<file path="config.mk">
export PLATFORM = sky130hd
export DESIGN_NAME = gpio_regs
export DESIGN_NICKNAME = d
export VERILOG_FILES = /design/src/verilog/mem_map_pkg.sv /design/src/verilog/gpio_regs.sv
export SDC_FILE = /design/constraint.sdc
export NUM_CORES = 1
export LEC_CHECK = 0
export ABC_AREA = 1
export BUFFER_PORTS_ARGS = -buffer_cell sky130_fd_sc_hd__buf_2
export CORE_AREA = 2 2 64 66
export DETAILED_ROUTE_END_ITERATION = 8
export DIE_AREA = 0 0 66 68
export PLACE_DENSITY = 0.86
export SLEW_MARGIN = 20
export SYNTH_ARGS = -nofsm -noshare
export SYNTH_HDL_FRONTEND = slang
export SYNTH_SLANG_ARGS = --single-unit
export TNS_END_PERCENT = 50
</file>
<file path="constraint.sdc">
create_clock -name clk -period 1.3 [get_ports clk]
set_input_delay 0 -clock clk [delete_from_list [all_inputs] [get_ports clk]]
set_output_delay 0 -clock clk [all_outputs]
set_load 0.02 [all_outputs]
</file>
<file path="src/verilog/mem_map_pkg.sv">
package mem_map_pkg;

    // Bus widths
    localparam int unsigned ADDR_W = 32;
    localparam int unsigned DATA_W = 32;

    // GPIO block has one address per pin in each bank
    localparam int unsigned GPIO_PINS = 10;

    // Address map
    localparam logic [ADDR_W-1:0] RESERVED_LIMIT_LO = 32'h0000_0100;
    localparam logic [ADDR_W-1:0] GPIO_DIR_BASE     = 32'h0000_0101;
    localparam logic [ADDR_W-1:0] GPIO_VAL_BASE     = 32'h0000_010B;
    localparam logic [ADDR_W-1:0] TIMER_ADDR        = 32'h0000_0115;
    localparam logic [ADDR_W-1:0] SRAM_BASE         = 32'h0000_1000;
    localparam logic [ADDR_W-1:0] SRAM_LIMIT        = 32'h0000_1FFF;
    localparam logic [ADDR_W-1:0] STORAGE_BASE      = 32'h0000_2000;

    // Standard single-bit flash read opcode
    localparam logic [7:0] SPI_READ_CMD = 8'h03;

    // Router sequencing
    typedef enum logic [2:0] {
        idle,
        gpio_access,
        timer_access,
        sram_wait,
        sram_done,
        storage_wait,
        error_resp
    } route_state_t;

endpackage

</file>
<file path="src/verilog/gpio_regs.sv">
`timescale 1ns/1ps

module gpio_regs import mem_map_pkg::*; (
    input  logic                 clk,
    input  logic                 rst,
    input  logic                 sel_i,
    input  logic                 we_i,
    input  logic [3:0]           idx_i,
    input  logic                 is_dir_i,
    input  logic [DATA_W-1:0]    wdata_i,
    input  logic [GPIO_PINS-1:0] gpio_i,
    output logic [DATA_W-1:0]    rdata_o,
    output logic                 fault_o,
    output logic [GPIO_PINS-1:0] gpio_o,
    output logic [GPIO_PINS-1:0] gpio_oe_o
);

    // Direction 1 means input, 0 means output
    logic [GPIO_PINS-1:0] dir_q;
    logic [GPIO_PINS-1:0] val_q;

    assign gpio_oe_o = ~dir_q;
    assign gpio_o    = val_q;

    // Value writes need an output pin, value reads need an input pin
    assign fault_o = sel_i && !is_dir_i && (we_i ? dir_q[idx_i] : !dir_q[idx_i]);

    always_comb begin
        rdata_o = '0;
        if (is_dir_i) begin
            rdata_o[0] = dir_q[idx_i];
        end else begin
            rdata_o[0] = gpio_i[idx_i];
        end
    end

    always_ff @(posedge clk) begin
        if (!rst) begin
            dir_q <= '1;
            val_q <= '0;
        end else if (sel_i && we_i && !fault_o) begin
            if (is_dir_i) begin
                dir_q[idx_i] <= wdata_i[0];
            end else begin
                val_q[idx_i] <= wdata_i[0];
            end
        end
    end

    a_fault_no_write: assert property (@(posedge clk) disable iff (!rst)
        fault_o |=> $stable(val_q));

endmodule

</file>
==> impl_results.md <==
- Run status: finished with violations
- Failing checks: negative setup slack
- Starting DRT DRC Count: 61
- Post-Syn Area per Cell: 6.23 um2
- Initial antenna violation count: 0
- CTS tree: done
- Fill count: 383
- Clk pin slew, worst setup/hold paths: 0.07 ns
- Crit share post-route: 113%
- Largest stage delay, worst path: 0.34 ns
- Worst slack at placement: -0.0156 ns
- Hold buffer count at CTS: 0
- Synthesized flop and latch total: 20
- Hold Vio Cnt, Final: 0
- Clk Latency, worst-skew pair: 0.27 ns
- Top FF cell, synth: dfxtp_1
- Post-Route WL: 3760 um
- Via density: 4.62
- Remaining DRCs: 0
- Largest net degree at the start of global routing: 22
- Detail Placement HPWL: 2660 um
- Final Instance Area: 1920 um2
- Critical path start-end classification: flip-flop to output pin
- Yosys cell types: 21
- CP endpoint kind: output pin
- Int Power: 1.00 mW
- Die width: 66 um
- Core footprint: 3860 um2
- Routed vias: 1637
- Min cycle time layout: 1.47 ns
- CP max-delay cell: dfxtp_2
- Crit-path max FO: 3
- Top cells by area, synth: dfxtp_1 26%, nand2_1 16%, buf_4 15%
- Post-synth top area share: 26.0%
- Post-route ant nets: 0
- Most frequent cells after synthesis: 64 x nand2_1, 41 x inv_1, 31 x buf_4
- Max cap viols: 0
- Cell area after synthesis: 1540 um2
- Htree depth: 1
- Initial core utilization: 39.9%
- Final worst slack: -0.172 ns
- CTS Root Cell: clkbuf_8
- Comb pwr share: 25.8%
- DP Area: 1740 um2
- Row Count: 23
- Cell Chain, Critical Path: nand2_2 -> nand2_1 -> nand2_1 -> nand2_1 -> nand2_2 -> nand3_4 -> buf_4 -> a21oi_2 -> buf_6
- Critical Path RT: 1.30 ns
- Die Height: 68 um
- IO buf count: 41
- CTS buffer count: 3
- Number of clock sinks: 20
- LEAKAGE: 1.14 nW
- Hold_ws: 0.120 ns
- Clock Tree Buf Depth: 2
- Final net count: 356
- Routed wire per std cell: 10.6 um
- Post-synth EDFFs: 0
- First-pass GRT wire length: 6110 um
- Multi-input logic area: 843 um2
- Vias in the first global route: 1416
- Cells on worst reg2reg path: 11
- Fraction of registers with async set/reset: 0%
- Worst EP arrival: 1.47 ns
- Diode count: 0
- GPL Wtd Cong: 0.882
- FMAX: 679 MHz
- Net Sw Power: 492 uW
- Final Max Slew Viols: 0
- VDD IR max: 0.561 mV
- 1st-pass router iterations: 4
- Synthesis-to-layout area growth: 24.6%
- Hold Path Class: input port to flip-flop
- RSZ-0062 raised after global routing: true
- Inst Count DP: 341
- Clock group share of total power: 32.9%
- Crit-path most repeated cell: nand2_1
- Seq. cell area: 407 um2
- Dominant cell type by area after synthesis: dfxtp_1
- Share of cells above drive strength 1: 29.9%
- IO Count: 104
- Hold depth: 2
- Clock skew: 0.00177 ns
- Global Route Usage Sum: 17.6%
- Yosys warns: 0
- Most numerous cell in the Yosys netlist: nand2_1
- Total gr overflow: 0
- Seq pwr share: 41.4%
- PD cells: 780 nW/um2
- Final setup fails: 12
- Die Footprint: 4490 um2
- Fraction of power spent switching nets: 32.9%
- Fin cells: 354
- Post-synthesis sequential area ratio: 26.0%
- Mapped Cells: 247
- TNS Setup: -1.16 ns
- CP startpoint kind: flip-flop
## metrics by stage
step,util [%],total power [mW]
final,49.7,1.49
after CTS,48.0,1.48
after global placement,45.0,0.950
after floorplan,-,0.955
after global routing,49.7,1.57
after detailed placement,45.0,0.954
## power groups by stage
stage / clock network (mW) / logic [mW] / registers, mW
finish: 0.491 / 0.385 / 0.618
global route: 0.526 / 0.423 / 0.619
global placement: 0 / 0.318 / 0.633
floorplan: 0 / 0.319 / 0.635
detailed placement: 0 / 0.321 / 0.633
CTS: 0.503 / 0.354 / 0.618
## worst max-delay path, delay by kind of cell (launching register included)
family                 cells  cell delay, ns
AO/OA/AOI/OAI              1            0.14
buffers and inverters      2            0.28
flip-flops                 1            0.34
AND/OR/NAND/NOR            6            0.47
## metal layers
metal / global-route usage [%] / vias to the layer above / part of all wire [%]
met5: 0 / - / 0
met4: 10.7 / 0 / 3.8
met3: 2.63 / 15 / 6.2
met2: 31.2 / 69 / 48
met1: 20.0 / 724 / 42
li1: - / 829 / -
## area by class of cell
class | count | area share (%)
Clock buffer | 4 | 2.87
Inverter | 43 | 8.68
Multi-Input combinational cell | 175 | 44.0
Sequential cell | 20 | 21.2
Tap cell | 50 | 3.26
Timing Repair Buffer | 62 | 20.0
## layout by cell type, fill, tap and decap left out
| master | Yosys | routed |
|---|---|---|
| a21oi_2 | 0 | 2 |
| clkbuf_8 | 0 | 4 |
| o21ai_2 | 0 | 1 |
| o211ai_1 | 10 | 10 |
| dfxtp_2 | 0 | 5 |
| nand3_1 | 1 | 1 |
| inv_6 | 1 | 1 |
| dfxtp_1 | 20 | 15 |
| nor2_4 | 2 | 3 |
| nand2_1 | 64 | 61 |
| buf_6 | 2 | 4 |
| nand2_4 | 0 | 1 |
| nand2_2 | 7 | 9 |
| inv_2 | 1 | 2 |
| buf_4 | 31 | 19 |
| buf_2 | 2 | 39 |
| a21oi_1 | 4 | 2 |
| nand4_1 | 22 | 22 |
| nand3_4 | 0 | 1 |
| o21ai_1 | 0 | 1 |
| nor2_1 | 28 | 28 |
| a22oi_1 | 2 | 2 |
| conb_1 | 1 | 31 |
| inv_1 | 41 | 40 |
## cells by family after synthesis
group,count (synthesis),synth area share [%]
buffers and inverters,83,29.3
other,1,0.244
and+or+nand+nor,125,36.7
AOI/OAI and AO/OA,18,7.80
DFF,20,26.0
## registers in the layout, summed over array words and instances, names as in the netlist
register  count
gpio_o       10
dir_q        10
## path summary, 6_finish.rpt
kind,startpoint,end,slack (ns)
setup / recovery,dir_q[2]$_SDFFE_PN1P_,fault_o,-0.17
hold / removal,rst,dir_q[4]$_SDFFE_PN1P_,0.12
setup reg to reg,dir_q[2]$_SDFFE_PN1P_,gpio_o[6]$_SDFFE_PN0P_,-0.11
hold reg to reg,gpio_o[1]$_SDFFE_PN0P_,gpio_o[1]$_SDFFE_PN0P_,0.50
## timing repair
action,CTS,global route
pin swaps,7,20
buffers inserted,5,3
gates cloned,1,0
endpoints found under the setup margin,12,12
gates resized for setup,9,13
Note: power is estimated with default switching activity, not from simulation.
