<file path="config.mk">
export PLATFORM = sky130hd
export DESIGN_NAME = spi_storage_reader
export DESIGN_NICKNAME = d
export VERILOG_FILES = /design/src/verilog/mem_map_pkg.sv /design/src/verilog/spi_storage_reader.sv
export SDC_FILE = /design/constraint.sdc
export NUM_CORES = 1
export LEC_CHECK = 0
export BUFFER_PORTS_ARGS = -buffer_cell sky130_fd_sc_hd__clkbuf_2
export CAP_MARGIN = 20
export CORE_MARGIN = 2
export CORE_UTILIZATION = 49
export DETAILED_ROUTE_END_ITERATION = 10
export HOLD_SLACK_MARGIN = 0.02
export PLACE_DENSITY = 0.73
export SLEW_MARGIN = 20
export SYNTH_ARGS = -nofsm -noshare
export SYNTH_HDL_FRONTEND = slang
export SYNTH_SLANG_ARGS = --single-unit
</file>
<file path="constraint.sdc">
create_clock -name clk -period 3.4 [get_ports clk]
set_input_delay 0.17 -clock clk [delete_from_list [all_inputs] [get_ports clk]]
set_output_delay 0.17 -clock clk [all_outputs]
set_load 0.02 [all_outputs]
</file>
<file path="src/verilog/mem_map_pkg.sv">
package mem_map_pkg;

    // Bus widths
    localparam int unsigned ADDR_W = 32;
    localparam int unsigned DATA_W = 32;

    // GPIO block has one address per pin in each bank
    localparam int unsigned GPIO_PINS = 10;

    // Address map
    localparam logic [ADDR_W-1:0] RESERVED_LIMIT_LO = 32'h0000_0100;
    localparam logic [ADDR_W-1:0] GPIO_DIR_BASE     = 32'h0000_0101;
    localparam logic [ADDR_W-1:0] GPIO_VAL_BASE     = 32'h0000_010B;
    localparam logic [ADDR_W-1:0] TIMER_ADDR        = 32'h0000_0115;
    localparam logic [ADDR_W-1:0] SRAM_BASE         = 32'h0000_1000;
    localparam logic [ADDR_W-1:0] SRAM_LIMIT        = 32'h0000_1FFF;
    localparam logic [ADDR_W-1:0] STORAGE_BASE      = 32'h0000_2000;

    // Standard single-bit flash read opcode
    localparam logic [7:0] SPI_READ_CMD = 8'h03;

    // Router sequencing
    typedef enum logic [2:0] {
        idle,
        gpio_access,
        timer_access,
        sram_wait,
        sram_done,
        storage_wait,
        error_resp
    } route_state_t;

endpackage

</file>
<file path="src/verilog/spi_storage_reader.sv">
`timescale 1ns/1ps

module spi_storage_reader import mem_map_pkg::*; (
    input  logic              clk,
    input  logic              rst,
    input  logic              start_i,
    input  logic [23:0]       addr_i,
    input  logic              miso_i,
    output logic              done_o,
    output logic [DATA_W-1:0] data_o,
    output logic              cs_n_o,
    output logic              sck_o,
    output logic              mosi_o
);

    typedef enum logic [1:0] {
        s_idle,
        s_xfer,
        s_done
    } spi_state_t;

    spi_state_t state;

    logic              sck_q;
    logic              cs_n_q;
    logic [5:0]        bit_cnt;
    logic [31:0]       tx_sr;
    logic [31:0]       rx_sr;
    logic [DATA_W-1:0] data_q;

    always_ff @(posedge clk) begin
        if (!rst) begin
            state   <= s_idle;
            sck_q   <= 1'b0;
            cs_n_q  <= 1'b1;
            bit_cnt <= '0;
        end else begin
            case (state)
                s_idle: begin
                    // Start requests while busy are dropped
                    if (start_i) begin
                        state   <= s_xfer;
                        cs_n_q  <= 1'b0;
                        bit_cnt <= '0;
                    end
                end
                s_xfer: begin
                    sck_q <= !sck_q;
                    if (sck_q) begin
                        // Falling edge ends a bit time
                        bit_cnt <= bit_cnt + 1'b1;
                        if (bit_cnt == 6'd63) begin
                            state  <= s_done;
                            cs_n_q <= 1'b1;
                        end
                    end
                end
                s_done: begin
                    state <= s_idle;
                end
                default: begin
                    state <= s_idle;
                end
            endcase
        end
    end

    // Shift registers carry payload only
    always_ff @(posedge clk) begin
        if (state == s_idle && start_i) begin
            tx_sr <= {SPI_READ_CMD, addr_i};
        end else if (state == s_xfer) begin
            if (!sck_q && bit_cnt >= 6'd32) begin
                // Sample on the rising edge, bytes arrive MSB first
                rx_sr <= {rx_sr[30:0], miso_i};
            end
            if (sck_q) begin
                tx_sr <= {tx_sr[30:0], 1'b0};
                if (bit_cnt == 6'd63) begin
                    // First byte received goes to the low lane
                    data_q <= {rx_sr[7:0], rx_sr[15:8], rx_sr[23:16], rx_sr[31:24]};
                end
            end
        end
    end

    assign done_o = (state == s_done);
    assign data_o = data_q;
    assign cs_n_o = cs_n_q;
    assign sck_o  = sck_q;
    assign mosi_o = tx_sr[31];

    a_cs_in_xfer: assert property (@(posedge clk) disable iff (!rst)
        !cs_n_o |-> (state == s_xfer));

endmodule

</file>
==> reports/metrics.csv <==
stage,metric,value,unit
status,outcome,finished clean,
timing,finalSetupTns,0,ps
timing,skew,5.65,ps
power,p_int,1770,uW
placement,dp_cells,397,
drt,wl_met3,271,um
logic_synthesis,ys_types,31,
floorplanning,dieArea,0.00824,mm2
drt,wl_met2,2410,um
drt,ant_nets,0,
clock_tree,clk_pin_slew,100,ps
floorplanning,fp.dieH,90.8,um
global_route,grt_pass1_vias,1871,
drt,drc,0,
timing,tightest_slew,944,ps
drt,first_iter_violations,91,
critical_path,startpoint,state[0],
timing,hold_viol,0,
logic_synthesis,synth_area_leaders,"edfxtp_1, dfxtp_1, nand2_1, a22o_1, or4_1",
timing,slew_headroom,37.0,%
hold_path,min_from,addr_i[1],
floorplanning,core-area,0.00729,mm2
logic_synthesis,synth_edf_count,88,
hold_path,min_path_type,input pin to register,
logic_synthesis,synthAdderAreaFrac,0.678,%
clock_tree,postCtsSetupBuffers,0,
global_route,overflow,0,
drt,wl_per_cell,12.9,um
power,p_total,2280,uW
logic_synthesis,synth_compound_area_share,4.10,%
critical_path,r2r_setup_slack,1010,ps
logic_synthesis,synth.area.mux_share,0.271,%
drt,highest_layer,met4,
power,power_frac_seq,63.9,%
clock_tree,clock-sinks,106,
final_layout,layoutNonFillerInstCount,414,
logic_synthesis,yosys_warnings,0,
critical_path,critical_path_class,register to register,
timing,fin_ws,1010,ps
logic_synthesis,yosysMostFrequentCell,edfxtp_1,
logic_synthesis,synth_ff_type,edfxtp_1,
global_route,grt_usage,13.6,%
clock_tree,cts_resized,0,
clock_tree,cts_tree,yes,
critical_path,cp-end-kind,register,
timing,final.min_clock_period,2390,ps
logic_synthesis,synth_nets,272,
clock_tree,cts_made_buffers,9,
final_layout,fill_cells,604,
power,clkPwrFrac,31.6,%
final_layout,antennaDiodeCount,0,
clock_tree,clock_latency,350,ps
logic_synthesis,synth_commonest_cells,"edfxtp_1, nand2_1, dfxtp_1, a22o_1, clkbuf_1",
final_layout,syn2layout_area_growth,17.5,%
drt,m1WireLength,2630,um
logic_synthesis,synth_top_family_by_area,simple AND/OR/NAND/NOR gates,
timing,fmax,418,MHz
clock_tree,clock_path_buffers,2,
clock_tree,cts-htree-levels,3,
power,power.leakage,0.00167,uW
power,combPwrFrac,4.5,%
critical_path,regToRegStartpoint,state[0],
logic_synthesis,synthCells,242,
logic_synthesis,yosysTopAreaCellShare,71.6,%
final_layout,drive_gt1_share,27.3,%
logic_synthesis,yosysSeqAreaShare,81.4,%
logic_synthesis,async_flop_share,0,%
final_layout,fin_nets,340,
global_route,grt_antenna_before_repair,0,
timing,rsz0062_at_grt,false,
critical_path,crit_required,3650,ps
timing,slew_violations,0,
critical_path,worstPathArrival,2640,ps
logic_synthesis,yosysTopAreaCell,edfxtp_1,
logic_synthesis,synthXorXnorAreaFrac,0.237,%
floorplanning,num_io_pins,64,
drt,dr.pass1.iters,4,
placement,port_buffers,63,
drt,avgViaCountPerCell,4.79,
drt,route.vias.total,1984,
final_layout,multi_input_area,652,um2
logic_synthesis,synth_area_per_cell,15.3,um2
power,swShare,22.6,%
floorplanning,dieWidth,90.8,um
floorplanning,start_util,50.6,%
logic_synthesis,yosys_register_bits,106,
critical_path,worst-path-max-fanout,26,
timing,final-setup-viol-count,0,
floorplanning,row_count,31,
logic_synthesis,syn_area,0.00369,mm2
timing,period_share,70.4,%
clock_tree,root_buffer,clkbuf_8,
placement,gp_congestion,0.727,
placement,hpwl,3510,um
power,switching_power,515,uW
power,cellPowerDensity,526,mW/mm2
placement,dpl_worst_slack,1000,ps
final_layout,post-route-util,59.5,%
global_route,grt_pass1_wl,8830,um
final_layout,seq_area,0.00300,mm2
job,cap_viol_max_count,0,
drt,wl,5360,um
critical_path,start_kind,register,
logic_synthesis,synthSimpleGateAreaFrac,11.6,%
power,peakVddDrop,0.252,mV
global_route,grt_max_degree,33,
[stage by stage]
stage | area, um2 | hold slack, ps
6_report | 4340 | 75.4
5_1_grt | 4340 | 67.2
4_1_cts | 4340 | 62.9
3_5_place_dp | 4140 | 357
3_3_place_gp | 4140 | 352
2_1_floorplan | 3700 | 258
[layout make-up]
| class | instances | area share, % |
|---|---|---|
| clock buffers | 9 | 2.86 |
| repair buffers | 67 | 8.02 |
| flip-flops and latches | 106 | 69.2 |
| well taps | 99 | 2.86 |
| clock inverters | 7 | 1.56 |
| multi-input cells | 121 | 15.0 |
| inverters | 5 | 0.433 |
[routing by layer]
| layer | track usage, % | up-vias |
|---|---|---|
| met2 | 20.5 | 57 |
| met3 | 3.42 | 5 |
| met1 | 19.2 | 922 |
| met4 | 4.92 | 0 |
| met5 | 0 | - |
| li1 | - | 1000 |
[registers in the layout, summed over array words and instances, names as in the netlist]
register,count
bit_cnt,6
cs_n_o,1
data_o,32
rx_sr,32
sck_o,1
state,2
tx_sr,32
[placed cells by master, fill, tap and decap left out, types with 3 or more instances in the layout]
master / netlist / layout
inv_8: 0 / 3
dfxtp_1: 18 / 18
and2_1: 3 / 3
clkbuf_8: 0 / 9
edfxtp_1: 88 / 88
o31ai_1: 3 / 3
inv_1: 5 / 5
a21oi_1: 4 / 4
o21ai_0: 3 / 3
or4_1: 4 / 4
clkbuf_2: 0 / 63
nand2_1: 74 / 74
a22o_1: 6 / 6
buf_4: 1 / 3
[path summary, 6_finish.rpt]
kind,end,cells after the start
worst max-delay path,tx_sr[25],4
worst min-delay path,tx_sr[1],3
worst max register to register,tx_sr[25],4
worst min register to register,data_o[7],0
[worst max-delay path, stage by stage (launching register included)]
cell and delay (ps):
dfxtp_1 520, mux2i_1 670, or2_2 300, inv_1 420
o22a_1 370
[what timing repair did]
item	4_1_cts	5_1_grt
hold endpoints to repair	1	0
endpoints found under the setup margin	0	0
hold buffers	1	0
[kinds of logic (layout without fill, tap and decap cells)]
kind of cell | count (synthesis) | after routing
adder cells (fa/ha/maj) | 2 | 2
flip-flops | 106 | 106
AND/OR/NAND/NOR | 96 | 96
multiplexers | 1 | 1
XOR/XNOR | 1 | 1
buffers and inverters | 15 | 88
AO/OA/AOI/OAI | 21 | 21
[power groups by stage]
stage / combinational [uW] / sequential (uW) / clock [uW]
finish: 103 / 1460 / 721
global route: 120 / 1460 / 794
CTS: 105 / 1460 / 740
detailed placement: 103 / 1490 / 0
global placement: 100 / 1480 / 0
floorplan: 72.3 / 1480 / 0
Power figures use the tool's default switching activity.
