$ cat src/verilog/mem_map_pkg.sv
package mem_map_pkg;

    // Bus widths
    localparam int unsigned ADDR_W = 32;
    localparam int unsigned DATA_W = 32;

    // GPIO block has one address per pin in each bank
    localparam int unsigned GPIO_PINS = 10;

    // Address map
    localparam logic [ADDR_W-1:0] RESERVED_LIMIT_LO = 32'h0000_0100;
    localparam logic [ADDR_W-1:0] GPIO_DIR_BASE     = 32'h0000_0101;
    localparam logic [ADDR_W-1:0] GPIO_VAL_BASE     = 32'h0000_010B;
    localparam logic [ADDR_W-1:0] TIMER_ADDR        = 32'h0000_0115;
    localparam logic [ADDR_W-1:0] SRAM_BASE         = 32'h0000_1000;
    localparam logic [ADDR_W-1:0] SRAM_LIMIT        = 32'h0000_1FFF;
    localparam logic [ADDR_W-1:0] STORAGE_BASE      = 32'h0000_2000;

    // Standard single-bit flash read opcode
    localparam logic [7:0] SPI_READ_CMD = 8'h03;

    // Router sequencing
    typedef enum logic [2:0] {
        idle,
        gpio_access,
        timer_access,
        sram_wait,
        sram_done,
        storage_wait,
        error_resp
    } route_state_t;

endpackage

$ cat src/verilog/mem_router.sv
`timescale 1ns/1ps

module mem_router import mem_map_pkg::*; #(
    parameter int unsigned SRAM_WORDS = 1024
) (
    input  logic                        clk,
    input  logic                        rst,

    // Core bus
    input  logic                        req_i,
    input  logic [ADDR_W-1:0]           addr_i,
    input  logic                        we_i,
    input  logic [DATA_W/8-1:0]         be_i,
    input  logic [DATA_W-1:0]           wdata_i,
    output logic                        ready_o,
    output logic                        rvalid_o,
    output logic                        err_o,
    output logic [DATA_W-1:0]           rdata_o,

    // GPIO registers
    output logic                        gpio_sel_o,
    output logic                        gpio_we_o,
    output logic [3:0]                  gpio_idx_o,
    output logic                        gpio_is_dir_o,
    output logic [DATA_W-1:0]           gpio_wdata_o,
    input  logic [DATA_W-1:0]           gpio_rdata_i,
    input  logic                        gpio_fault_i,

    // Timer
    output logic                        timer_load_o,
    output logic [DATA_W-1:0]           timer_load_val_o,
    input  logic                        timer_running_i,

    // Scratch RAM
    output logic                        ram_en_o,
    output logic                        ram_we_o,
    output logic [DATA_W/8-1:0]         ram_be_o,
    output logic [$clog2(SRAM_WORDS)-1:0] ram_word_addr_o,
    output logic [DATA_W-1:0]           ram_wdata_o,
    input  logic [DATA_W-1:0]           ram_rdata_i,

    // Storage reader
    output logic                        rd_start_o,
    output logic [23:0]                 rd_addr_o,
    input  logic                        rd_done_i,
    input  logic [DATA_W-1:0]           rd_data_i
);

    localparam int unsigned RAM_AW = $clog2(SRAM_WORDS);

    route_state_t state, next_state, decode_state;

    logic                accept;
    logic                start_q;
    logic                done_q;

    // Captured request
    logic [ADDR_W-1:0]   req_addr;
    logic                req_we;
    logic [DATA_W/8-1:0] req_be;
    logic [DATA_W-1:0]   req_wdata;

    logic [ADDR_W-1:0]   gpio_off;
    logic [ADDR_W-1:0]   sram_off;
    logic [ADDR_W-1:0]   storage_off;

    assign ready_o = (state == idle);
    assign accept  = req_i && ready_o;

    // Address decode of the incoming request
    always_comb begin
        if (addr_i <= RESERVED_LIMIT_LO) begin
            decode_state = error_resp;
        end else if (addr_i >= GPIO_DIR_BASE && addr_i < GPIO_VAL_BASE + GPIO_PINS) begin
            decode_state = gpio_access;
        end else if (addr_i == TIMER_ADDR) begin
            decode_state = timer_access;
        end else if (addr_i >= SRAM_BASE && addr_i <= SRAM_LIMIT &&
                     (addr_i - SRAM_BASE) < ADDR_W'(4 * SRAM_WORDS)) begin
            decode_state = sram_wait;
        end else if (addr_i >= STORAGE_BASE && !we_i) begin
            // Storage is read-only
            decode_state = storage_wait;
        end else begin
            decode_state = error_resp;
        end
    end

    always_ff @(posedge clk) begin
        if (!rst) begin
            state   <= idle;
            start_q <= 1'b0;
            done_q  <= 1'b0;
        end else begin
            state   <= next_state;
            start_q <= accept && (decode_state == storage_wait);
            done_q  <= rd_done_i;
        end
    end

    always_ff @(posedge clk) begin
        if (accept) begin
            req_addr  <= addr_i;
            req_we    <= we_i;
            req_be    <= be_i;
            req_wdata <= wdata_i;
        end
    end

    // Target-side fields from the held request
    assign gpio_is_dir_o = (req_addr < GPIO_VAL_BASE);
    assign gpio_off      = req_addr - (gpio_is_dir_o ? GPIO_DIR_BASE : GPIO_VAL_BASE);
    assign gpio_idx_o    = gpio_off[3:0];
    assign gpio_we_o     = req_we;
    assign gpio_wdata_o  = req_wdata;

    assign timer_load_val_o = req_wdata;

    assign sram_off        = req_addr - SRAM_BASE;
    assign ram_word_addr_o = sram_off[RAM_AW+1:2];
    assign ram_we_o        = req_we;
    assign ram_be_o        = req_be;
    assign ram_wdata_o     = req_wdata;

    assign storage_off = req_addr - STORAGE_BASE;
    assign rd_addr_o   = storage_off[23:0];
    assign rd_start_o  = start_q;

    // Strobes and response
    always_comb begin
        next_state   = state;
        rvalid_o     = 1'b0;
        err_o        = 1'b0;
        rdata_o      = '0;
        gpio_sel_o   = 1'b0;
        timer_load_o = 1'b0;
        ram_en_o     = 1'b0;

        case (state)
            idle: begin
                if (req_i) begin
                    next_state = decode_state;
                end
            end
            gpio_access: begin
                gpio_sel_o = 1'b1;
                err_o      = gpio_fault_i;
                rvalid_o   = !gpio_fault_i;
                if (!req_we && !gpio_fault_i) begin
                    rdata_o = gpio_rdata_i;
                end
                next_state = idle;
            end
            timer_access: begin
                // A write loads the counter, a read reports whether it runs
                timer_load_o = req_we;
                rvalid_o     = 1'b1;
                if (!req_we) begin
                    rdata_o = {{(DATA_W-1){1'b0}}, timer_running_i};
                end
                next_state = idle;
            end
            sram_wait: begin
                ram_en_o   = 1'b1;
                next_state = sram_done;
            end
            sram_done: begin
                rvalid_o = 1'b1;
                if (!req_we) begin
                    rdata_o = ram_rdata_i;
                end
                next_state = idle;
            end
            storage_wait: begin
                // Reader holds its data word after done
                if (done_q) begin
                    rvalid_o   = 1'b1;
                    rdata_o    = rd_data_i;
                    next_state = idle;
                end
            end
            error_resp: begin
                err_o      = 1'b1;
                next_state = idle;
            end
            default: begin
                next_state = idle;
            end
        endcase
    end

    // One response kind per request
    a_single_resp: assert property (@(posedge clk) disable iff (!rst)
        !(rvalid_o && err_o));

endmodule

$ cat config.mk
export PLATFORM = sky130hd
export DESIGN_NAME = mem_router
export DESIGN_NICKNAME = d
export VERILOG_FILES = /design/src/verilog/mem_map_pkg.sv /design/src/verilog/mem_router.sv
export SDC_FILE = /design/constraint.sdc
export NUM_CORES = 1
export LEC_CHECK = 0
export BUFFER_PORTS_ARGS = -buffer_cell sky130_fd_sc_hd__buf_2
export CAP_MARGIN = 20
export CORE_AREA = 2 2 136 138
export CTS_CLUSTER_DIAMETER = 200
export DETAILED_ROUTE_END_ITERATION = 12
export DIE_AREA = 0 0 138 140
export PLACE_DENSITY = 0.61
export SLEW_MARGIN = 10
export SYNTH_ARGS = -nofsm -noshare
export SYNTH_HDL_FRONTEND = slang
export SYNTH_SLANG_ARGS = --single-unit
$ cat constraint.sdc
create_clock -name clk -period 5.2 [get_ports clk]
set_clock_uncertainty 0.2 [all_clocks]
set_input_delay 0.26 -clock clk [delete_from_list [all_inputs] [get_ports clk]]
set_output_delay 0.26 -clock clk [all_outputs]
set_load 0.1 [all_outputs]
==> qor.csv, run 1 <==
stage,metric,value,unit
placement,finalWeightedCongestion,0.900,
synthesis,synth_ff_type,edfxtp_1,
power_and_ir_drop,switching_share,0.455,
worst_hold_path,hold-path-cell-count,2,
synthesis,synth_edf_count,69,
clocking,clkTransAtPathRegs,0.06,ns
power_and_ir_drop,combPwrFrac,0.398,
power_and_ir_drop,internal_power,1.23,mW
clocking,cts_tree,done,
sta,relSlewSlack,0.365,
synthesis,async_flop_share,0,
placement,io_buffers,350,
placement,place_area,5340,µm²
synthesis,yosys_warnings,0,
sta,rsz0062_at_grt,false,
status,outcome,finished clean,
synthesis,ys_seq_elements,74,
critical_path,reg2reg_to,state[0]$_SDFFE_PN0P_,
power_and_ir_drop,vdd_drop_max,0.206,mV
sta,timing.final.ws_setup,1.57,ns
critical_path,reg2regPathDepth,5,
power_and_ir_drop,power.share.clock,0.278,
final_layout,final_nets,851,
final_layout,fillers,1784,
clocking,cts_resized,0,
floorplan,initial_core_util,0.223,
grt,grtUsageTotal,0.159,
critical_path,critPathMaxFanout,3,
critical_path,cp.required,4.74,ns
clocking,insertion_delay,0.32,ns
clocking,postCtsSetupRepairBufs,0,
clocking,cts_buffer_depth,2,
sta,timing.final.crit_period,3.63,ns
final_layout,design_area,6390,µm²
clocking,cts_hold_buf,71,
critical_path,rrSetupSlack,2.96,ns
grt,grt_max_degree,72,
synthesis,synth_cells,342,
clocking,clockRootBuffer,clkbuf_16,
clocking,clock-sinks,74,
drt,avgRoutedWirePerCell,17.6,µm
floorplan,die_w,138,µm
placement,detailed_place_hpwl,13300,µm
placement,pre_cts_ws,1.88,ns
sta,slew_viol_final,0,
drt,drc,0,
power_and_ir_drop,power.total,2.27,mW
sta,fin_setup_tns,0,ns
critical_path,critPathArrivalTime,3.17,ns
power_and_ir_drop,power.density,354,nW/µm²
drt,firstDrtPassIters,7,
final_layout,mostFrequentLayoutCell,buf_2,
final_layout,area_growth,61.4,%
grt,grt_overflow,0,
drt,first_iter_violations,258,
synthesis,synth.cell_area,3960,µm²
critical_path,timing.rr.start,state[0]$_SDFFE_PN0P_,
power_and_ir_drop,leakagePower,3.18,nW
floorplan,num_rows,49,
floorplan,core,17800,µm²
synthesis,syn-num-nets,516,
sta,fmaxAchievable,0.276,GHz
worst_hold_path,hp-class,input pin to register,
sta,finalHoldViolCount,0,
floorplan,die_h,140,µm
power_and_ir_drop,switching_power,1.03,mW
power_and_ir_drop,pwr-share-seq,0.323,
drt,via_per_inst,4.33,
synthesis,synth.area.top_cells,"edfxtp_1 52%, buf_4 17%, a222oi_1 7.8%",
synthesis,ys_seq_area_frac,0.548,
floorplan,dieArea,19300,µm²
synthesis,ys_types,41,
synthesis,syn_area_per_cell,11.6,µm²
worst_hold_path,hp-start,rst,
drt,vias,3969,
run,maxCapViolCount,0,
critical_path,start_kind,register,
final_layout,post_route_cells_drive_above_1_share,0.554,
clocking,cts_made_buffers,9,
critical_path,crit_type,register to output pin,
floorplan,ios,351,
sta,tightest_slew,0.953,ns
grt,grt_pass1_vias,3867,
synthesis,yosys.area.top_type,edfxtp_1,
critical_path,cp-end-kind,output pin,
final_layout,multi_input_area,976,µm²
final_layout,layout_common_cells,"350 x buf_2, 71 x dlygate4sd3_1, 69 x edfxtp_1, 36 x inv_1, 31 x a222oi_1",
final_layout,ff_latch_area,2170,µm²
worst_hold_path,whs_endpoint,state[0]$_SDFFE_PN0P_,
sta,finalSetupViolations,0,
sta,hold_slack,0.0225,ns
sta,post-route-period-util,0.698,
clocking,cts_max_level,3,
drt,postRouteWirelength,16200,µm
grt,grt_pass1_wl,23100,µm
drt,antenna_left,0,
grt,grt_antenna_before_repair,6,
synthesis,yosys.area.top_type_share,0.523,
==> how the worst max path moves through the flow <==
stage,from,slack (ns),to
after global routing,req_addr[6]$_DFFE_PP_,1.31,gpio_idx_o[3]
after global placement,req_addr[6]$_DFFE_PP_,1.98,gpio_idx_o[3]
after CTS,req_addr[7]$_DFFE_PP_,1.52,gpio_idx_o[3]
after floorplan,state[1]$_SDFFE_PN0P_,0.006,state[0]$_SDFFE_PN0P_
final,req_addr[7]$_DFFE_PP_,1.57,gpio_idx_o[3]
after detailed placement,req_addr[7]$_DFFE_PP_,1.88,gpio_idx_o[3]
==> layout make-up <==
type                       instances  share of cell area
antenna                            6             0.00235
clock buffer                       9              0.0352
clock inverter                     7              0.0119
inverter                          37              0.0217
multi-input combinational        131               0.153
sequential                        74               0.340
tap                              229              0.0448
timing repair buffer             424               0.392
==> worst max-delay path, stage by stage, from the launching register on <==
cell and delay, ns:
edfxtp_1 0.42, nor4_1 0.48, o21ai_0 0.28, a2111oi_4 0.50, ha_1 0.30, a211oi_1 0.27
xnor2_1 0.15, buf_2 0.44
==> sequential cells by signal, indices dropped and copies added (netlist names) <==
name	cells
ram_be_o	4
req_addr	32
state	3
gpio_we_o	1
done_q	1
gpio_wdata_o	32
rd_start_o	1
==> Yosys cell counts (all sizes together) (2+ instances only) <==
cell    number
a211oi       4
a21boi       3
a21oi        3
a222oi      31
and2         2
and3         3
buf         89
clkbuf      11
dfxtp        5
edfxtp      69
ha           2
inv         37
nand2       12
nand2b       4
nand3        4
nor2        10
nor3         8
nor4        10
o21ai        8
o41ai        2
or2          2
or4          3
xnor2        4
xor2         5
==> power by group through the flow <==
stage	registers (mW)	clock network (mW)	logic (mW)
after floorplan	0.882	0	0.609
after global placement	0.742	0	0.862
after detailed placement	0.745	0	0.863
after CTS	0.732	0.648	0.907
after global routing	0.738	0.675	0.928
final	0.732	0.631	0.903
==> through the flow <==
step                utilization  cells
floorplan                     -    342
global placement          0.300    823
detailed placement        0.300    823
CTS                       0.357    910
global route              0.360    916
finish                    0.360    917
==> logic make-up after synthesis <==
| logic type | after synthesis | share of synthesized area |
|---|---|---|
| xor+xnor | 9 | 0.0199 |
| flops | 74 | 0.548 |
| fa+ha+maj | 3 | 0.0114 |
| buf+inv | 137 | 0.214 |
| compound gates | 58 | 0.124 |
| simple gates | 61 | 0.0828 |
==> layer usage <==
metal	routed length (µm)	global-route usage
met5	0	0
met4	404	0.0542
met3	1170	0.0338
met2	9260	0.330
met1	5340	0.152
No activity file was read; power rests on OpenSTA's default activity.
==> run 2: changes to the inputs <==
CORE_AREA = 2 2 137 139   (was 2 2 136 138)
DIE_AREA = 0 0 139 141   (was 0 0 138 140)
clock period = 3.5 ns   (was 5.2 ns; I/O delays follow)
==> run 2 against run 1 <==
Compared with the run above: hold slack better by 0.28 ns; highest routed layer unchanged; largest cell class unchanged; utilization decreased by 0.41 points; cell area grew 1.6%; non-clock buffer count up 4; die area up 1.4%; critical path type unchanged; worst setup slack got worse by 1.3 ns; clock power is 44% higher; sequential cell count unchanged; combinational power rose by 51%.
==> qor.csv, run 2 (same netlist as run 1, synthesis figures left out) <==
stage,metric,value,unit
clocking,clkTransAtPathRegs,0.06,ns
drt,routed.top_layer,met4,
final_layout,final_nets,855,
sta,rsz0062_at_grt,false,
sta,finalHoldViolCount,0,
grt,grtUsageTotal,0.158,
clocking,insertion_delay,0.33,ns
drt,firstDrtPassIters,10,
critical_path,cp-end-kind,output pin,
critical_path,start_kind,register,
floorplan,core,18300,µm²
sta,timing.final.ws_setup,0.253,ns
worst_hold_path,hp-class,input pin to register,
clocking,cts_buffer_depth,2,
power_and_ir_drop,power.density,518,nW/µm²
grt,grt_max_degree,49,
sta,post-route-period-util,0.928,
sta,timing.final.crit_period,3.25,ns
final_layout,area_growth,64.0,%
clocking,cts_max_level,3,
drt,dr_wl_met2,8640,µm
critical_path,critPathArrivalTime,2.87,ns
drt,first_iter_violations,209,
sta,relSlewSlack,0.566,
sta,finalSetupViolations,0,
placement,io_buffers,350,
final_layout,mostFrequentLayoutCell,buf_2,
placement,detailed_place_hpwl,13200,µm
final_layout,layout_common_cells,"349 x buf_2, 73 x dlygate4sd3_1, 69 x edfxtp_1, 35 x inv_1, 31 x a222oi_1",
floorplan,die_h,141,µm
drt,avgRoutedWirePerCell,17.6,µm
grt,grt_overflow,0,
power_and_ir_drop,vdd_drop_max,0.256,mV
floorplan,die_w,139,µm
drt,antenna_left,0,
clocking,clockRootBuffer,clkbuf_16,
sta,fmaxAchievable,0.308,GHz
sta,slew_viol_final,0,
drt,via_per_inst,4.33,
grt,grt_pass1_vias,4005,
critical_path,crit_type,register to output pin,
sta,tightest_slew,0.651,ns
critical_path,critPathMaxFanout,3,
clocking,postCtsSetupRepairBufs,0,
placement,finalWeightedCongestion,0.894,
floorplan,num_rows,50,
critical_path,cp.required,3.12,ns
power_and_ir_drop,power.total,3.36,mW
power_and_ir_drop,leakagePower,3.21,nW
drt,vias,4000,
clocking,clock-sinks,74,
placement,pre_cts_ws,0.495,ns
floorplan,initial_core_util,0.217,
run,maxCapViolCount,0,
clocking,cts_made_buffers,9,
clocking,cts_tree,done,
grt,grt_antenna_before_repair,4,
floorplan,ios,351,
drt,met1Wirelength,5070,µm
drt,wl_met3,1370,µm
grt,grt_pass1_wl,23000,µm
floorplan,dieArea,19600,µm²
drt,postRouteWirelength,16200,µm
drt,drc,0,
status,outcome,finished clean,
final_layout,post_route_cells_drive_above_1_share,0.565,
==> run 2: where the power goes <==
part | leakage, nW | total [mW] | switching, mW | internal [mW]
Clock | 0.138 | 0.911 | 0.361 | 0.550
Sequential | 0.700 | 1.09 | 0.0466 | 1.04
Combinational | 2.37 | 1.36 | 1.11 | 0.248
Total | 3.21 | 3.36 | 1.52 | 1.84
==> run 2: final timing paths <==
kind | depth (start not counted) | from | slack (ns) | endpoint
max | 7 | req_addr[6]$_DFFE_PP_ | 0.25 | gpio_idx_o[3]
min | 2 | req_i | 0.31 | gpio_wdata_o[30]$_DFFE_PP_
max reg2reg | 5 | state[0]$_SDFFE_PN0P_ | 1.04 | rd_start_o$_SDFF_PN0_
min reg2reg | 3 | done_q$_SDFF_PN0_ | 0.44 | state[2]$_SDFFE_PN0P_
==> run 2: repair_timing <==
item                      CTS  global route
resized for setup           0             0
hold buffers               73             0
hold endpoints to repair   74             0
==> run 2: final cells by class <==
cell class / count / area, µm²
Fill cell: 1845 / 11800
Timing Repair Buffer: 428 / 2530
Sequential cell: 74 / 2170
Multi-Input combinational cell: 131 / 1050
Tap cell: 234 / 293
Clock buffer: 9 / 225
Inverter: 37 / 143
Clock inverter: 6 / 67.6
Antenna cell: 4 / 10.0
==> run 2: per-stage QoR <==
step                instance area, µm²  hold WS (ns)  setup TNS [ns]  std cells   util
global placement                  5460         0.151               0        831  0.299
global route                      6490         0.336               0        923  0.356
floorplan                         4060        0.0543          -0.232        342      -
finish                            6490         0.306               0        923  0.356
CTS                               6480         0.308               0        919  0.355
detailed placement                5460         0.153               0        831  0.299
==> run 2: worst max-delay path: stages (launching register included) <==
cell and delay [ns]:
edfxtp_1 0.42, nor4_2 0.46, o21ai_1 0.18, a2111oi_4 0.50, ha_1 0.34, a211oi_4 0.30
xnor2_4 0.16, buf_12 0.19
==> run 2: routing by layer <==
metal  up-vias  GRT usage
met1      1817      0.142
met5         -          0
met3        40     0.0442
met4         0      0.121
met2       274      0.300
li1       1869          -
