===== src/verilog/countdown_timer.sv =====
`timescale 1ns/1ps

module countdown_timer #(
    parameter int unsigned TIMER_W = 32
) (
    input  logic               clk,
    input  logic               rst,
    input  logic               load_i,
    input  logic [TIMER_W-1:0] load_val_i,
    output logic               running_o
);

    logic [TIMER_W-1:0] count_q;

    // Counts down once per cycle and parks at zero
    always_ff @(posedge clk) begin
        if (!rst) begin
            count_q <= '0;
        end else if (load_i) begin
            count_q <= load_val_i;
        end else if (count_q != '0) begin
            count_q <= count_q - 1'b1;
        end
    end

    assign running_o = (count_q != '0);

endmodule


===== config.mk =====
export PLATFORM = sky130hd
export DESIGN_NAME = countdown_timer
export DESIGN_NICKNAME = d
export VERILOG_FILES = /design/src/verilog/countdown_timer.sv
export SDC_FILE = /design/constraint.sdc
export NUM_CORES = 1
export LEC_CHECK = 0
export BUFFER_PORTS_ARGS = -buffer_cell sky130_fd_sc_hd__buf_4
export CAP_MARGIN = 40
export CORE_UTILIZATION = 54
export CTS_BUF_LIST = sky130_fd_sc_hd__clkbuf_4 sky130_fd_sc_hd__clkbuf_8 sky130_fd_sc_hd__clkbuf_16
export CTS_CLUSTER_SIZE = 8
export DETAILED_ROUTE_END_ITERATION = 6
export GPL_ROUTABILITY_DRIVEN = 0
export PLACE_DENSITY = 0.86
export SYNTH_ARGS = -nofsm -noshare
export SYNTH_HDL_FRONTEND = slang
export SYNTH_SLANG_ARGS = --single-unit

===== constraint.sdc =====
create_clock -name clk -period 2.7 [get_ports clk]
set_clock_uncertainty 0.05 [all_clocks]
set_input_delay 0.675 -clock clk [delete_from_list [all_inputs] [get_ports clk]]
set_output_delay 0.675 -clock clk [all_outputs]
set_load 0.1 [all_outputs]

==> results_dict.tcl, run 1 <==
set metrics [dict create \
    dieWidth_um 60.2 \
    cts_tree "built" \
    clk_pin_slew_ps 100 \
    cp_top_family "simple AND/OR/NAND/NOR gates" \
    fmax_mhz 378 \
    setup.worst_path.start_class "register" \
    clk_path_buf_depth 2 \
    ir_drop_uv 399 \
    avgViaCountPerCell 5.49 \
    path_max_fanout 4 \
    worstPathArrival_ps 1920 \
    cts_buffers 5 \
    drc_errors 0 \
    powerDensity_nw_per_um2 499 \
    final_common_cell "buf_4" \
    synth.distinct_cells 43 \
    yosysTopAreaCellShare_pct 35.0 \
    cp.buffers_inverters 1 \
    pwr-share-comb_pct 25.8 \
    detail-route-antenna-nets 0 \
    grt_pass1_vias 1617 \
    multi_input_area_um2 1150 \
    place_inst 289 \
    final_nets 296 \
    core_region_area_um2 3130 \
    rows 20 \
    antenna_cells 0 \
    slew_violations 0 \
    cap_violations 0 \
    firstDrtPassIters 4 \
    grt_first_pass_wirelength_um 6990 \
    hold_buffers 0 \
    finalSetupViolations 0 \
    port_buffers 35 \
    ios 36 \
    antenna_found_initial 0 \
    drive_above_1_share_pct 29.5 \
    end_kind "primary output" \
    intPower_mw 0.778 \
    p_sw_mw 0.360 \
    yosysSeqAreaShare_pct 35.0 \
    sw_frac_of_total_pct 31.7 \
    largest_reg_flops 32 \
    synth_seq_cells 32 \
    max-slew-margin-rel_pct 54.1 \
    tightest_slew_ps 689 \
    final_cell_mix "buf_4 (44), nand2_1 (31), dfxtp_1 (30)" \
    clockPowerShare_pct 25.3 \
    place_ws_ps 238 \
    die_area_um2 3630 \
    fin_tns_setup_ps 0 \
    path_class "register to primary output" \
    power.leakage_nw 0.882 \
    netlist_top_cells_area "dfxtp_1 (35%), xnor2_1 (9.6%), nand2_1 (6.4%)" \
    yosys_warnings 0 \
    yosys.area.top_type "dfxtp_1" \
    dp_hpwl_um 2930 \
    overflow 0 \
    top_register "count_q" \
    nFillCells 225 \
    clkSinkCount 32 \
    grt_max_degree 21 \
    hp-class "primary input to register" \
    avgRoutedWirePerCell_um 13.5 \
    grtUsageTotal_pct 26.1 \
    finalHoldViolCount 0 \
    outcome "completed" \
    cts_root_buf "clkbuf_4" \
    start_util_pct 58.6 \
    h-tree-depth 2 \
    cp_slowest_cell "or4_4" \
    vias 1673 \
    area.sequential_um2 648 \
    fin_crit_ps 2650 \
    syn_area_um2 1830 \
    area_delta_synth_final_pct 24.4 \
    fin_cells 305 \
    clk_latency_ps 340 \
    critical-path-max-stage-delay_ps 560 \
    path_cells "or4_4 > nor3_4 > nand4_4 > nand2b_4 > buf_12" \
    drt_iter0_markers 67 \
    synthCells 216 \
    power.share.sequential_pct 48.8 \
    cp.required_ps 1980 \
    largestRegisters "count_q: 32 flops" \
    die_h_um 60.2 \
    avgSynthCellArea_um2 8.48 \
    worst_slack_ps 51.9 \
    wirelength_um 4130 \
    rsz0062_at_grt "yes" \
    syn-num-nets 252 \
    period_share_pct 98.1 \
]
==> metrics by stage <==
stage	util, %	total power, mW	hold slack (ps)	cell area [um^2]
2_1_floorplan	-	0.751	460	1830
3_3_place_gp	67.9	0.826	477	2120
3_5_place_dp	67.9	0.834	493	2120
4_1_cts	70.7	1.12	483	2210
5_1_grt	72.8	1.20	474	2280
6_report	72.8	1.14	480	2280
==> worst paths after layout <==
| path | startpoint | endpoint | depth (start not counted) | slack, ps |
|---|---|---|---|---|
| min reg2reg | count_q[31]$_SDFFE_PN0P_ | count_q[31]$_SDFFE_PN0P_ | 2 | 520 |
| max | count_q[9]$_SDFFE_PN0P_ | running_o | 5 | 50 |
| max reg2reg | count_q[8]$_SDFFE_PN0P_ | count_q[11]$_SDFFE_PN0P_ | 9 | 340 |
| min | load_val_i[24] | count_q[24]$_SDFFE_PN0P_ | 3 | 480 |
==> cell families (layout without fill, tap and decap cells) <==
group / count (synthesis) / in the layout / share of synthesized area [%]
flip-flops: 32 / 32 / 35.0
adder cells (fa/ha/maj): 1 / 1 / 0.683
AND/OR/NAND/NOR: 99 / 99 / 33.9
buffers and inverters: 11 / 56 / 2.87
XOR/XNOR: 23 / 23 / 11.0
AO/OA/AOI/OAI: 46 / 46 / 14.3
multiplexers: 4 / 4 / 2.19
==> cell usage after synthesis, drive strengths merged <==
cell	count
dfxtp	32
a211oi	1
a22o	1
xor2	3
a21oi	12
a32o	1
o21a	1
o31ai	4
ha	1
o211a	1
nor3b	2
and2	6
xnor2	20
nand2	33
nor4	10
nor3	14
buf	2
nand4	2
nand2b	1
nand3	4
nor2b	3
mux2i	4
o21ai	23
or3	4
and3	2
a21boi	1
or4	3
inv	3
nor2	14
clkbuf	6
a31oi	1
nor4b	1
==> timing repair <==
action                                  4_1_cts  5_1_grt
hold endpoints to repair                      0        0
gates resized for setup                       2        8
endpoints found under the setup margin        1        1
buffers inserted                              3        5
pin swaps                                     2        3
==> routing by layer <==
layer | wire length [um] | up-vias | global-route usage (%)
li1 | - | 853 | -
met1 | 1850 | 766 | 32.1
met2 | 2010 | 46 | 43.3
met3 | 206 | 8 | 7.14
met4 | 61 | 0 | 9.30
met5 | 0 | - | 0
==> layout make-up <==
type,count,share of cell area [%]
clock buffer,6,2.25
timing repair buffer,45,15.4
multi-input combinational,173,50.6
tap,44,2.42
sequential,32,28.4
inverter,3,0.494
clock inverter,2,0.439
==> worst min-delay path, cell delays in order <==
cell and delay, ps:
buf_4 80, nand2_1 40, o21ai_0 50
==> power groups by stage <==
stage               Clock (mW)  Combinational [mW]  Sequential [mW]
floorplan                    0               0.194            0.556
global placement             0               0.263            0.562
detailed placement           0               0.269            0.566
CTS                      0.288               0.279            0.555
global route             0.312               0.325            0.561
finish                   0.288               0.294            0.556
(Power assumes the default switching activity.)
==> inputs of run 2 (changes only) <==
Settings changed: ABC_AREA from default to 1, CORE_UTILIZATION 54 to 57, CTS_CLUSTER_SIZE 8 to 25, PLACE_DENSITY 0.86 to 0.88.
==> run 2 against run 1 <==
Via count grew 47%. Combinational power is 38% higher. Synthesized area increased by 22%. Core utilization shrank 1.4 points. Critical endpoint unchanged. Largest cell class unchanged.
==> results_dict.tcl, run 2 <==
set metrics [dict create \
    outcome "completed" \
    worst_hold_slack_ps 462 \
    core_region_area_um2 3720 \
    cts_root_buf "clkbuf_8" \
    rows 22 \
    wirelength_um 6160 \
    antenna_cells 0 \
    cts_buffers 5 \
    largest_reg_flops 32 \
    synthCells 364 \
    clk_latency_ps 300 \
    ir_drop_uv 331 \
    avgViaCountPerCell 5.49 \
    final_nets 435 \
    power.leakage_nw 1.26 \
    yosys_warnings 0 \
    dieWidth_um 64.7 \
    final_common_cell "nand2_1" \
    grt_pass1_vias 2268 \
    power.share.sequential_pct 38.4 \
    cp.required_ps 1980 \
    h-tree-depth 2 \
    pwr-share-comb_pct 28.3 \
    drive_above_1_share_pct 19.0 \
    syn-num-nets 400 \
    cts_setup_buffers 0 \
    grtUsageTotal_pct 32.2 \
    end_kind "primary output" \
    yosysSeqAreaShare_pct 28.6 \
    path_common_cell "nor2_8" \
    syn_area_um2 2240 \
    drc_errors 0 \
    async_flop_share_pct 0 \
    setup.worst_path.start_class "register" \
    final_cell_mix "nand2_1 (105), nor2_1 (72), buf_4 (38)" \
    vias 2461 \
    yosysTopAreaCellShare_pct 28.6 \
    clk_path_buf_depth 2 \
    powerDensity_nw_per_um2 540 \
    worstPathArrival_ps 1850 \
    overflow 0 \
    cap_violations 0 \
    ios 36 \
    port_buffers 35 \
    hold_buffers 0 \
    finalHoldViolCount 0 \
    avgRoutedWirePerCell_um 13.7 \
    drt_iter0_markers 115 \
    p_sw_mw 0.493 \
    max-slew-margin-rel_pct 63.5 \
    synth-edff-count 0 \
    clkSinkCount 32 \
    avgSynthCellArea_um2 6.16 \
    fin_crit_ps 2580 \
    grt_first_pass_wirelength_um 10200 \
    synth_flop_cell "dfxtp_1" \
    path_class "register to primary output" \
    grt_max_degree 35 \
    synth.distinct_cells 33 \
    period_share_pct 95.4 \
    path_max_fanout 8 \
    yosysMostFrequentCell "nand2_1" \
    intPower_mw 0.942 \
    area_delta_synth_final_pct 18.4 \
    path_cells "inv_1 > ha_2 > nand2_2 > nor2_8 > nand2_4 > nor2_8 > nand3_4 > buf_4" \
    antenna_found_initial 0 \
    firstDrtPassIters 4 \
    largestRegisters "count_q: 32 flops" \
    die_area_um2 4190 \
    cp_slowest_cell "dfxtp_1" \
    top_register "count_q" \
    tightest_slew_ps 544 \
    slew_violations 0 \
    rsz0062_at_grt "no" \
    fmax_mhz 388 \
    hp-class "register to register" \
    fin_tns_setup_ps 0 \
    cts_tree "built" \
    synth.top_cells.by_count "nand2_1 (105), nor2_1 (72), dfxtp_1 (32)" \
    detail-route-antenna-nets 0 \
    die_h_um 64.7 \
    yosys.area.top_type "dfxtp_1" \
    netlist_top_cells_area "dfxtp_1 (29%), nand2_1 (18%), nor2_1 (12%)" \
    dp_hpwl_um 4470 \
    critical-path-max-stage-delay_ps 330 \
    sw_frac_of_total_pct 34.4 \
    synth_seq_cells 32 \
    clk_pin_slew_ps 70 \
    start_util_pct 60.4 \
    nFillCells 334 \
    finalPower_mw 1.44 \
    clockPowerShare_pct 33.4 \
    finalSetupViolations 0 \
]
-- run 2: cell types whose count changed after synthesis, moves of 5 or more --
cell / change
nor4_2: -5
nand4_1: +7
nand3_1: +27
and2_1: -6
nor2_2: +9
nor2_1: +58
xnor2_1: -14
o21ai_1: -10
inv_1: +22
nand2_2: +6
nor3_1: -7
nand2_1: +74
-- run 2: stage by stage --
step	utilization [%]	setup slack, ps	std cells	instance area, um^2
after floorplan	-	572	364	2240
after global placement	68.4	460	440	2540
after detailed placement	68.4	419	440	2540
after CTS	71.4	97.8	448	2650
after global routing	71.5	45.9	448	2660
final	71.5	124	448	2660
-- run 2: logic make-up after synthesis --
kind of cell	count (synthesis)	synth area share [%]
AOI/OAI and AO/OA	34	8.14
xor gates and xnor gates	13	5.08
adders and majority gates	1	0.558
buffers and inverters	38	6.75
DFF	32	28.6
muxes	1	0.446
and+or+nand+nor	245	50.5
-- run 2: timing repair --
item,CTS,global route
gates resized for setup,0,1
hold endpoints to repair,0,0
setup endpoints to repair,0,1
-- run 2: worst paths after layout --
kind                            slack (ps)               startpoint                        to  depth (start not counted)
worst max-delay path                   120  count_q[0]$_SDFFE_PN0P_                 running_o                          8
worst min-delay path                   460  count_q[1]$_SDFFE_PN0P_   count_q[1]$_SDFFE_PN0P_                          2
worst max register to register         900  count_q[0]$_SDFFE_PN0P_  count_q[10]$_SDFFE_PN0P_                         11
worst min register to register         460  count_q[1]$_SDFFE_PN0P_   count_q[1]$_SDFFE_PN0P_                          2
-- run 2: routing by layer --
metal | part of all wire (%) | vias to the layer above | wire, um | GRT usage (%)
met5 | 0 | - | 0 | 0
met4 | 2.8 | 0 | 172 | 17.8
met3 | 7.2 | 19 | 442 | 6.16
met2 | 48 | 99 | 2980 | 54.7
met1 | 42 | 1114 | 2560 | 37.5
li1 | - | 1229 | - | -
-- run 2: power groups by stage --
stage | registers, mW | clock network, mW | logic (mW)
after floorplan | 0.547 | 0 | 0.296
after CTS | 0.549 | 0.476 | 0.399
after detailed placement | 0.559 | 0 | 0.394
after global placement | 0.558 | 0 | 0.384
final | 0.551 | 0.479 | 0.406
after global routing | 0.554 | 0.504 | 0.455
-- run 2: critical path: cells and delay by family, from the launching register on --
family	cells	cell delay (ps)
DFF	1	330
adders and majority gates	1	230
buffers and inverters	2	350
and+or+nand+nor	5	650
-- run 2: area by class of cell --
type / instances / area (um^2) / area share, %
Clock buffer: 6 / 76.3 / 2.87
Clock inverter: 2 / 35.0 / 1.32
Multi-Input combinational cell: 294 / 1450 / 54.7
Sequential cell: 32 / 641 / 24.1
Inverter: 28 / 105 / 3.96
Tap cell: 48 / 60.1 / 2.26
Timing Repair Buffer: 38 / 285 / 10.7
==> inputs of run 3 (changes only) <==
Settings changed: REMOVE_ABC_BUFFERS from default to 1.
==> run 3 against run 2 <==
Worst setup slack better by 22 ps. Non-clock buffer count decreased by 1. Cell count fell by 0.22%. Clock power fell by 2%. Fmax rose by 0.86%. Global-route usage decreased by 1.8 points. Largest power group unchanged. Highest routed layer unchanged.
==> results_dict.tcl, run 3 (synthesis results as in run 2) <==
set metrics [dict create \
    cts_buffers 5 \
    grt_pass1_vias 2235 \
    area_delta_synth_final_pct 18.1 \
    sw_frac_of_total_pct 34.4 \
    ir_drop_uv 323 \
    wirelength_um 5840 \
    core_region_area_um2 3720 \
    rsz0062_at_grt "no" \
    path_cells "inv_1 > ha_2 > nand2_2 > nor2_8 > nand2_4 > nor2_8 > nand3_4 > buf_4" \
    fin_cells 447 \
    dp_hpwl_um 4260 \
    path_common_cell "nor2_8" \
    dieWidth_um 64.7 \
    grt_first_pass_wirelength_um 9630 \
    outcome "completed" \
    path_max_fanout 8 \
    antenna_cells 0 \
    period_share_pct 94.6 \
    cts_resized 0 \
    avgViaCountPerCell 5.32 \
    power.share.sequential_pct 38.8 \
    firstDrtPassIters 4 \
    cts_root_buf "clkbuf_8" \
    h-tree-depth 2 \
    worst_hold_slack_ps 459 \
    final_common_cell "nand2_1" \
    cp_top_family "simple AND/OR/NAND/NOR gates" \
    ios 36 \
    worstPathArrival_ps 1830 \
    final_nets 434 \
    nFillCells 327 \
    multi_input_area_um2 1450 \
    cts_tree "built" \
    grt_max_degree 35 \
    largestRegisters "count_q: 32 flops" \
    drt_iter0_markers 182 \
    port_buffers 35 \
    p_sw_mw 0.488 \
    fin_tns_setup_ps 0 \
    setup.worst_path.start_class "register" \
    finalHoldViolCount 0 \
    cts_setup_buffers 0 \
    grtUsageTotal_pct 30.4 \
    critical-path-max-stage-delay_ps 330 \
    final_cell_mix "nand2_1 (105), nor2_1 (72), buf_4 (37)" \
    tightest_slew_ps 526 \
    drc_errors 0 \
    start_util_pct 60.4 \
    vias 2380 \
    largest_reg_flops 32 \
    top_register "count_q" \
    slew_violations 0 \
    fmax_mhz 392 \
    cp.buffers_inverters 2 \
    cap_violations 0 \
    intPower_mw 0.930 \
    path_class "register to primary output" \
    area.sequential_um2 641 \
    overflow 0 \
    detail-route-antenna-nets 0 \
    clk_pin_slew_ps 70 \
    pwr-share-comb_pct 28.2 \
    finalSetupViolations 0 \
    die_h_um 64.7 \
    hp-class "register to register" \
    avgRoutedWirePerCell_um 13.1 \
    die_area_um2 4190 \
    rows 22 \
    antenna_found_initial 0 \
    end_kind "primary output" \
    clkSinkCount 32 \
    powerDensity_nw_per_um2 535 \
    power.leakage_nw 1.25 \
    clk_latency_ps 290 \
    clk_path_buf_depth 2 \
    place_inst 439 \
    hold_buffers 0 \
    max-slew-margin-rel_pct 64.9 \
    clockPowerShare_pct 33.0 \
    cp.required_ps 1980 \
    fin_crit_ps 2550 \
    cp_slowest_cell "dfxtp_1" \
    drive_above_1_share_pct 18.8 \
]
## run 3: cell types whose count changed in the layout (fill, tap and decap cells not counted)
| cell | change |
|---|---|
| buf_4 | -1 |
| clkinvlp_4 | +1 |
| clkbuf_4 | -1 |
## run 3: cell type report
| cell class | count | area share [%] |
|---|---|---|
| Multi-Input combinational cell | 294 | 54.9 |
| Tap cell | 48 | 2.27 |
| Inverter | 28 | 3.97 |
| Clock buffer | 5 | 2.60 |
| Timing Repair Buffer | 37 | 10.5 |
| Clock inverter | 3 | 1.61 |
| Sequential cell | 32 | 24.2 |
## run 3: power groups by stage
| stage | combinational [mW] | clock [mW] | sequential (mW) |
|---|---|---|---|
| 3_5_place_dp | 0.392 | 0 | 0.559 |
| 4_1_cts | 0.396 | 0.471 | 0.549 |
| 5_1_grt | 0.449 | 0.488 | 0.553 |
| 6_report | 0.400 | 0.468 | 0.550 |
| 2_1_floorplan | 0.287 | 0 | 0.547 |
| 3_3_place_gp | 0.382 | 0 | 0.558 |
## run 3: metrics by stage
stage          power (mW)  worst slack [ps]  util [%]  area [um^2]
2_1_floorplan       0.834               572         -         2200
3_3_place_gp        0.939               457      68.2         2530
3_5_place_dp        0.951               422      68.2         2530
4_1_cts              1.42              97.3      71.2         2650
5_1_grt              1.49              25.3      71.3         2650
6_report             1.42               146      71.3         2650
## run 3: final timing paths
| check | slack [ps] | to | depth (start not counted) | startpoint |
|---|---|---|---|---|
| setup reg to reg | 910 | count_q[1]$_SDFFE_PN0P_ | 9 | count_q[0]$_SDFFE_PN0P_ |
| hold / removal | 460 | count_q[0]$_SDFFE_PN0P_ | 2 | count_q[0]$_SDFFE_PN0P_ |
| setup / recovery | 150 | running_o | 8 | count_q[0]$_SDFFE_PN0P_ |
| hold reg to reg | 460 | count_q[0]$_SDFFE_PN0P_ | 2 | count_q[0]$_SDFFE_PN0P_ |
## run 3: worst min-delay path, stage by stage, from the launching register on
cell and delay [ps]:
dfxtp_1 330, nand3_1 80, a21oi_1 60
## run 3: layer usage
metal,up-vias,share of wire [%],GRT usage [%]
li1,1223,-,-
met1,1049,42,36.6
met2,88,48,51.6
met3,20,6.7,5.63
met4,0,2.9,14.2
met5,-,0,0
